[config.mk]
export PLATFORM = sky130hd
export DESIGN_NAME = sfm_datapath
export DESIGN_NICKNAME = d
export VERILOG_FILES = /design/src/rtl/sfm_pkg.sv /design/src/rtl/sfm_datapath.sv /design/src/rtl/sfm_denom_acc.sv /design/src/rtl/sfm_pow2_diff.sv /design/src/rtl/sfm_red_sum.sv /design/src/rtl/sfm_run_max.sv
export VERILOG_INCLUDE_DIRS = /design/src /design/src/rtl
export SDC_FILE = /design/constraint.sdc
export NUM_CORES = 1
export LEC_CHECK = 0
export BUFFER_PORTS_ARGS = -buffer_cell sky130_fd_sc_hd__buf_2
export CORE_ASPECT_RATIO = 1.25
export CORE_MARGIN = 1
export CORE_UTILIZATION = 56
export CTS_BUF_LIST = sky130_fd_sc_hd__clkbuf_4 sky130_fd_sc_hd__clkbuf_8 sky130_fd_sc_hd__clkbuf_16
export DETAILED_ROUTE_END_ITERATION = 7
export PLACE_DENSITY = 0.77
export SLEW_MARGIN = 20
export SYNTH_ARGS = -nofsm -noshare
export SYNTH_HDL_FRONTEND = slang
export SYNTH_SLANG_ARGS = --single-unit
[constraint.sdc]
create_clock -name clk_i -period 21.6 [get_ports clk_i]
set_input_delay 1.08 -clock clk_i [delete_from_list [all_inputs] [get_ports clk_i]]
set_output_delay 1.08 -clock clk_i [all_outputs]
set_load 0.05 [all_outputs]
[src/rtl/sfm_cfg.svh]
`ifndef SFM_CFG_SVH
`define SFM_CFG_SVH

// vector width in lanes
`define SFM_LANES 4

// signed log2 score width
`define SFM_SCORE_W 8

// weight fraction bits, a weight of 1.0 is 1 << SFM_FRAC_W
`define SFM_FRAC_W 8

// denominator accumulator width
`define SFM_ACC_W 20

`endif

[src/rtl/sfm_pkg.sv]
`default_nettype none

`include "sfm_cfg.svh"

package sfm_pkg;

    typedef logic signed [`SFM_SCORE_W-1:0] score_t;
    typedef score_t [`SFM_LANES-1:0] score_vec_t;
    typedef logic [`SFM_LANES-1:0] strb_t;

    typedef logic [`SFM_FRAC_W:0] weight_t; // unsigned, one integer bit
    typedef weight_t [`SFM_LANES-1:0] weight_vec_t;

    // wide enough for any max minus min score
    typedef logic [`SFM_SCORE_W:0] shift_t;

    typedef logic [`SFM_ACC_W-1:0] acc_t;

    localparam score_t SCORE_MIN = {1'b1, {(`SFM_SCORE_W-1){1'b0}}};

endpackage

`default_nettype wire

[src/rtl/sfm_datapath.sv]
`default_nettype none

module sfm_datapath import sfm_pkg::*; (
    input  logic        clk_i,
    input  logic        rst_ni,
    input  logic        clear_i,
    input  logic        load_max_i,
    input  score_t      max_i,
    input  logic        valid_i,
    input  strb_t       strb_i,
    input  score_vec_t  data_i,
    output logic        valid_o,
    output strb_t       strb_o,
    output weight_vec_t weights_o,
    output score_t      max_o,
    output acc_t        denom_o,
    output logic        busy_o
);

    logic       in_valid;
    logic       s1_valid;
    strb_t      s1_strb;
    score_vec_t s1_data;
    shift_t     s1_shift;
    shift_t     s2_shift;
    acc_t       vect_sum;

    assign in_valid = valid_i & ~load_max_i; // a preload cycle takes no vector

    sfm_run_max u_run_max (
        .clk_i      (clk_i),
        .rst_ni     (rst_ni),
        .clear_i    (clear_i),
        .load_max_i (load_max_i),
        .max_i      (max_i),
        .valid_i    (in_valid),
        .strb_i     (strb_i),
        .data_i     (data_i),
        .valid_o    (s1_valid),
        .strb_o     (s1_strb),
        .data_o     (s1_data),
        .max_o      (max_o),
        .shift_o    (s1_shift)
    );

    sfm_pow2_diff u_pow2_diff (
        .clk_i     (clk_i),
        .rst_ni    (rst_ni),
        .clear_i   (clear_i),
        .valid_i   (s1_valid),
        .strb_i    (s1_strb),
        .data_i    (s1_data),
        .max_i     (max_o),
        .shift_i   (s1_shift),
        .valid_o   (valid_o),
        .strb_o    (strb_o),
        .weights_o (weights_o),
        .shift_o   (s2_shift)
    );

    sfm_red_sum u_red_sum (
        .weights_i (weights_o),
        .strb_i    (strb_o),
        .sum_o     (vect_sum)
    );

    sfm_denom_acc u_denom_acc (
        .clk_i   (clk_i),
        .rst_ni  (rst_ni),
        .clear_i (clear_i),
        .valid_i (valid_o),
        .shift_i (s2_shift),
        .sum_i   (vect_sum),
        .denom_o (denom_o)
    );

    // accumulator update lands on the edge where stage 2 empties
    assign busy_o = s1_valid | valid_o;

endmodule

`default_nettype wire

[src/rtl/sfm_denom_acc.sv]
`default_nettype none

`include "sfm_cfg.svh"

module sfm_denom_acc import sfm_pkg::*; (
    input  logic   clk_i,
    input  logic   rst_ni,
    input  logic   clear_i,
    input  logic   valid_i,
    input  shift_t shift_i,
    input  acc_t   sum_i,
    output acc_t   denom_o
);

    acc_t denom_q;
    acc_t scaled;

    // old sum seen relative to the new max
    always_comb begin
        if (shift_i >= `SFM_ACC_W) begin
            scaled = '0;
        end else begin
            scaled = denom_q >> shift_i;
        end
    end

    always_ff @(posedge clk_i or negedge rst_ni) begin
        if (!rst_ni) begin
            denom_q <= '0;
        end else if (clear_i) begin
            denom_q <= '0;
        end else if (valid_i) begin
            denom_q <= scaled + sum_i;
        end
    end

    assign denom_o = denom_q;

endmodule

`default_nettype wire

[src/rtl/sfm_pow2_diff.sv]
`default_nettype none

`include "sfm_cfg.svh"

module sfm_pow2_diff import sfm_pkg::*; (
    input  logic        clk_i,
    input  logic        rst_ni,
    input  logic        clear_i,
    input  logic        valid_i,
    input  strb_t       strb_i,
    input  score_vec_t  data_i,
    input  score_t      max_i,
    input  shift_t      shift_i,
    output logic        valid_o,
    output strb_t       strb_o,
    output weight_vec_t weights_o,
    output shift_t      shift_o
);

    localparam weight_t ONE = weight_t'(1) << `SFM_FRAC_W;

    weight_vec_t weights_d;
    logic        valid_q;
    strb_t       strb_q;
    weight_vec_t weights_q;
    shift_t      shift_q;

    always_comb begin
        score_t                     lane;
        logic signed [`SFM_SCORE_W:0] diff;
        for (int l = 0; l < `SFM_LANES; l++) begin
            lane = data_i[l];
            diff = {max_i[`SFM_SCORE_W-1], max_i} - {lane[`SFM_SCORE_W-1], lane};
            // beyond FRAC_W the one is shifted out completely
            if (!strb_i[l] || (diff < 0) || (diff > `SFM_FRAC_W)) begin
                weights_d[l] = '0;
            end else begin
                weights_d[l] = ONE >> diff;
            end
        end
    end

    always_ff @(posedge clk_i or negedge rst_ni) begin
        if (!rst_ni) begin
            valid_q <= 1'b0;
        end else begin
            valid_q <= valid_i & ~clear_i;
        end
    end

    always_ff @(posedge clk_i) begin
        if (valid_i) begin
            strb_q    <= strb_i;
            weights_q <= weights_d;
            shift_q   <= shift_i; // rescale travels with its vector
        end
    end

    assign valid_o   = valid_q;
    assign strb_o    = strb_q;
    assign weights_o = weights_q;
    assign shift_o   = shift_q;

endmodule

`default_nettype wire

[src/rtl/sfm_red_sum.sv]
`default_nettype none

`include "sfm_cfg.svh"

module sfm_red_sum import sfm_pkg::*; (
    input  weight_vec_t weights_i,
    input  strb_t       strb_i,
    output acc_t        sum_o
);

    localparam int unsigned LEVELS = $clog2(`SFM_LANES);
    localparam int unsigned LEAVES = 1 << LEVELS;

    // heap order, node 0 is the root, leaves start at LEAVES-1
    acc_t node [2*LEAVES-1];

    for (genvar l = 0; l < LEAVES; l++) begin : g_leaf
        if (l < `SFM_LANES) begin : g_lane
            assign node[LEAVES-1+l] = strb_i[l] ? acc_t'(weights_i[l]) : '0;
        end else begin : g_pad
            assign node[LEAVES-1+l] = '0;
        end
    end

    for (genvar n = 0; n < LEAVES - 1; n++) begin : g_node
        assign node[n] = node[2*n+1] + node[2*n+2];
    end

    assign sum_o = node[0];

endmodule

`default_nettype wire

[src/rtl/sfm_run_max.sv]
`default_nettype none

`include "sfm_cfg.svh"

module sfm_run_max import sfm_pkg::*; (
    input  logic       clk_i,
    input  logic       rst_ni,
    input  logic       clear_i,
    input  logic       load_max_i,
    input  score_t     max_i,
    input  logic       valid_i,
    input  strb_t      strb_i,
    input  score_vec_t data_i,
    output logic       valid_o,
    output strb_t      strb_o,
    output score_vec_t data_o,
    output score_t     max_o,
    output shift_t     shift_o
);

    score_t     max_q;
    score_t     max_d;
    shift_t     shift_d;
    logic       valid_q;
    strb_t      strb_q;
    score_vec_t data_q;
    shift_t     shift_q;

    // largest of the held max and the strobed lanes
    always_comb begin
        score_t lane;
        max_d = max_q;
        for (int l = 0; l < `SFM_LANES; l++) begin
            lane = data_i[l];
            if (valid_i && strb_i[l] && (lane > max_d)) begin
                max_d = lane;
            end
        end
    end

    // never negative, max only rises on a vector
    assign shift_d = {max_d[`SFM_SCORE_W-1], max_d} - {max_q[`SFM_SCORE_W-1], max_q};

    always_ff @(posedge clk_i or negedge rst_ni) begin
        if (!rst_ni) begin
            max_q   <= SCORE_MIN;
            valid_q <= 1'b0;
        end else begin
            valid_q <= valid_i & ~clear_i;
            if (clear_i) begin
                max_q <= SCORE_MIN;
            end else if (load_max_i) begin
                max_q <= max_i; // preload, the vector is gated off upstream
            end else begin
                max_q <= max_d;
            end
        end
    end

    always_ff @(posedge clk_i) begin
        if (valid_i) begin
            data_q  <= data_i;
            strb_q  <= strb_i;
            shift_q <= shift_d;
        end
    end

    assign valid_o = valid_q;
    assign strb_o  = strb_q;
    assign data_o  = data_q;
    assign max_o   = max_q;
    assign shift_o = shift_q;

endmodule

`default_nettype wire

==> impl_results.md <==
* Status: completed
* Total global-route track usage at 29.3%
* Hold Startpoint: u_run_max.shift_o[0]$_DFFE_PP_
* Setup TNS at 0 ns
* Synth Cell Area at 9740 um2
* Flop-to-flop setup slack at 12.36 ns
* Initial antenna violation count at 0
* Post-synth EDFFs at 94
* Max-Cap Viols at 0
* Post-route DRC at 0
* Worst-margin pin slew at 1.13 ns
* CTS Buffer Depth at 2
* Root Driver: clkbuf_16
* Post-route ant nets at 0
* Clock group share of total power at 33.4%
* Global Route met1 Usage at 34.7%
* Power Density at 77.9 nW/um2
* Avg Inst Size Synth at 9.90 um2
* Tot Pwr at 0.867 mW
* CTS clk-pin slew, worst paths at 0.05 ns
* CP endpoint kind: flip-flop
* Hold WS at 0.417 ns
* Die area at 17900 um2
* Hold path cells at 0
* CTS tree: done
* Combinational power share at 32.8%
* First drt pass iteration count at 6
* Final setup fails at 0
* Sequential fraction of the synthesis area at 36.7%
* Commonest non-fill, non-tap cells in the layout: buf_2 (118), nor2_1 (109), inv_1 (96)
* Asr flop ratio synth at 24.2%
* Internal power at 0.577 mW
* Hold WC Path Type: reg -> reg
* Maximum VDD drop at 0.0626 mV
* Worst-path maximum fanout at 23
* Reg2reg end: u_run_max.shift_o[8]$_DFFE_PP_
* Area leader, netlist: edfxtp_1
* First-pass GRT wire length at 40.1 mm
* Synth Flop Type: edfxtp_1
* Worst setup SP type: flip-flop
* I/O pin total at 119
* Vias in the first global route at 7827
* Vias at 8049
* RSZ-0062 raised after global routing: false
* Drt initial violations at 615
* Hold EP: u_pow2_diff.shift_o[0]$_DFFE_PP_
* #FFs+latches synth at 124
* Core footprint at 16900 um2
* Port bufs at 118
* Clock Skew at 0.0124 ns
* Library cells used by synthesis at 77
* Met3 GRT Util at 4.08%
* Crit Path Category: reg -> reg
* Final Hold Viols at 0
* Pins Over Slew Limit at 0
* Final nets at 1262
* Switching Share at 33.4%
* Sequential Power Share at 33.8%
* WP data required at 21.89 ns
* CTS H-tree depth at 4
* Synth top area cells: edfxtp_1 (29%), ha_1 (11%), dfrtp_1 (7.5%), fa_1 (6.4%), nor2_1 (4.2%)
* Syn nets at 1151
* GRT overflow at 0
* Pleak at 4.76 nW
* Depth of the worst register-to-register path at 40
* Post-synth top area share at 29.0%
* Final wirelength at 25.6 mm
* Chip width at 120 um
* Hold_buf cts at 0
* Gate Count Post-Synth at 983
* Global routing usage on met2 at 51.8%
* Rel. slew slack at 24.7%
* Ant. Diodes at 0
* Synthesis-to-layout area growth at 14.4%
* Tcrit/Tclk final at 42.8%
* Number of CTS-inserted buffers at 17
* Clk Latency, worst-skew pair at 0.42 ns
* TritonCTS sink count at 124
* Grt peak-use layer: met2
* Data arrival, critical path at 9.53 ns
* WL/cell at 19.3 um
* CP peak stage delay at 0.78 ns
* Commonest non-fill, non-tap cell in the layout: buf_2
* Routed vias/inst at 6.07
* Starting Density at 57.6%
* Switching power at 0.290 mW
* CP max stage cell: dfrtp_1
* Die H at 149 um
* RD Place Congestion at 0.951
* Post-DP HPWL at 19.6 mm
* Largest net degree at the start of global routing at 52
* Final min period at 9.24 ns
* Ratio of cells with drive above 1 in the final layout at 17.3%
* Worst r2r src: u_run_max.max_o[1]$_DFF_PN0_
* Setup Fix Bufs, Post-CTS at 0
* Post-CTS sizing at 0
* Peak Freq at 0.108 GHz
* Row count at 53
* Synth warnings at 0
==> sequential cells by signal, summed over array words and instances (netlist names), 4 cells and up <==
signal,cells
u_denom_acc.denom_o,20
u_pow2_diff.shift_o,9
u_pow2_diff.strb_o,4
u_pow2_diff.weights_o,36
u_run_max.data_o,32
u_run_max.max_o,8
u_run_max.shift_o,9
u_run_max.strb_o,4
==> metal layers <==
metal | vias to the layer above | share of wire [%] | wire, um
li1 | 3793 | - | -
met1 | 3825 | 39 | 9890
met2 | 353 | 51 | 13100
met3 | 78 | 5.9 | 1520
met4 | 0 | 4.3 | 1100
met5 | - | 0 | 0
==> cell usage after synthesis, drive strengths merged (13+ instances only) <==
library cell    n
a211oi         23
a21o           17
a21oi          58
clkbuf         23
dfrtp          29
edfxtp         94
fa             31
ha             88
inv            97
mux2i          34
mux4           15
nand2          73
nand2b         16
nand3          23
nor2          110
nor2b          16
nor3           30
o21ai          29
o22ai          13
xnor2          22
==> power groups by stage <==
stage	clock, mW	combinational [mW]	sequential, mW
after floorplan	0	0.193	0.311
after global placement	0	0.272	0.297
after detailed placement	0	0.280	0.298
after CTS	0.293	0.283	0.293
after global routing	0.301	0.315	0.295
final	0.290	0.284	0.293
==> layout make-up <==
cell class              instances  area, um2
multi-input cells             728       5670
well taps                     220        275
fillers                      1356       5770
clock buffers                  25        515
inverters                      98        368
clock inverters                 7       87.6
flip-flops and latches        124       3580
repair buffers                125        643
==> worst max-delay path: cells and delay by family (launching register included) <==
kind / cells / cell delay [ns]
DFF: 1 / 0.78
buffers and inverters: 4 / 0.83
adders and majority gates: 6 / 1.85
muxes: 3 / 0.80
and+or+nand+nor: 6 / 0.74
AOI/OAI and AO/OA: 21 / 4.12
==> kinds of logic (layout without fill, tap and decap cells) <==
logic type               Yosys count  after routing  share of synthesized area (%)
AO/OA/AOI/OAI                    206            206                           14.0
XOR/XNOR                          34             34                           3.06
adder cells (fa/ha/maj)          119            119                           17.7
buffers and inverters            131            255                           5.31
flip-flops                       124            124                           36.7
multiplexers                      55             55                           7.70
AND/OR/NAND/NOR                  314            314                           15.5
==> stage by stage <==
step | area, um2 | instances | util, % | worst slack [ns]
finish | 11100 | 1327 | 65.9 | 12.36
global route | 11100 | 1327 | 65.9 | 11.52
CTS | 11100 | 1327 | 65.9 | 12.30
detailed placement | 10500 | 1295 | 62.3 | 12.08
global placement | 10500 | 1295 | 62.2 | 12.22
floorplan | 9740 | 983 | - | 11.62
==> worst max path at each step <==
stage                                       from                              to  cells past startpoint
finish              u_run_max.max_o[1]$_DFF_PN0_  u_run_max.shift_o[8]$_DFFE_PP_                     40
global route        u_run_max.max_o[1]$_DFF_PN0_  u_run_max.shift_o[8]$_DFFE_PP_                     40
CTS                 u_run_max.max_o[1]$_DFF_PN0_  u_run_max.shift_o[8]$_DFFE_PP_                     40
detailed placement                     data_i[7]  u_run_max.shift_o[8]$_DFFE_PP_                     41
global placement                       data_i[7]  u_run_max.shift_o[8]$_DFFE_PP_                     41
floorplan                                valid_i  u_run_max.shift_o[8]$_DFFE_PP_                     40
Note: power is estimated with default switching activity, not from simulation.
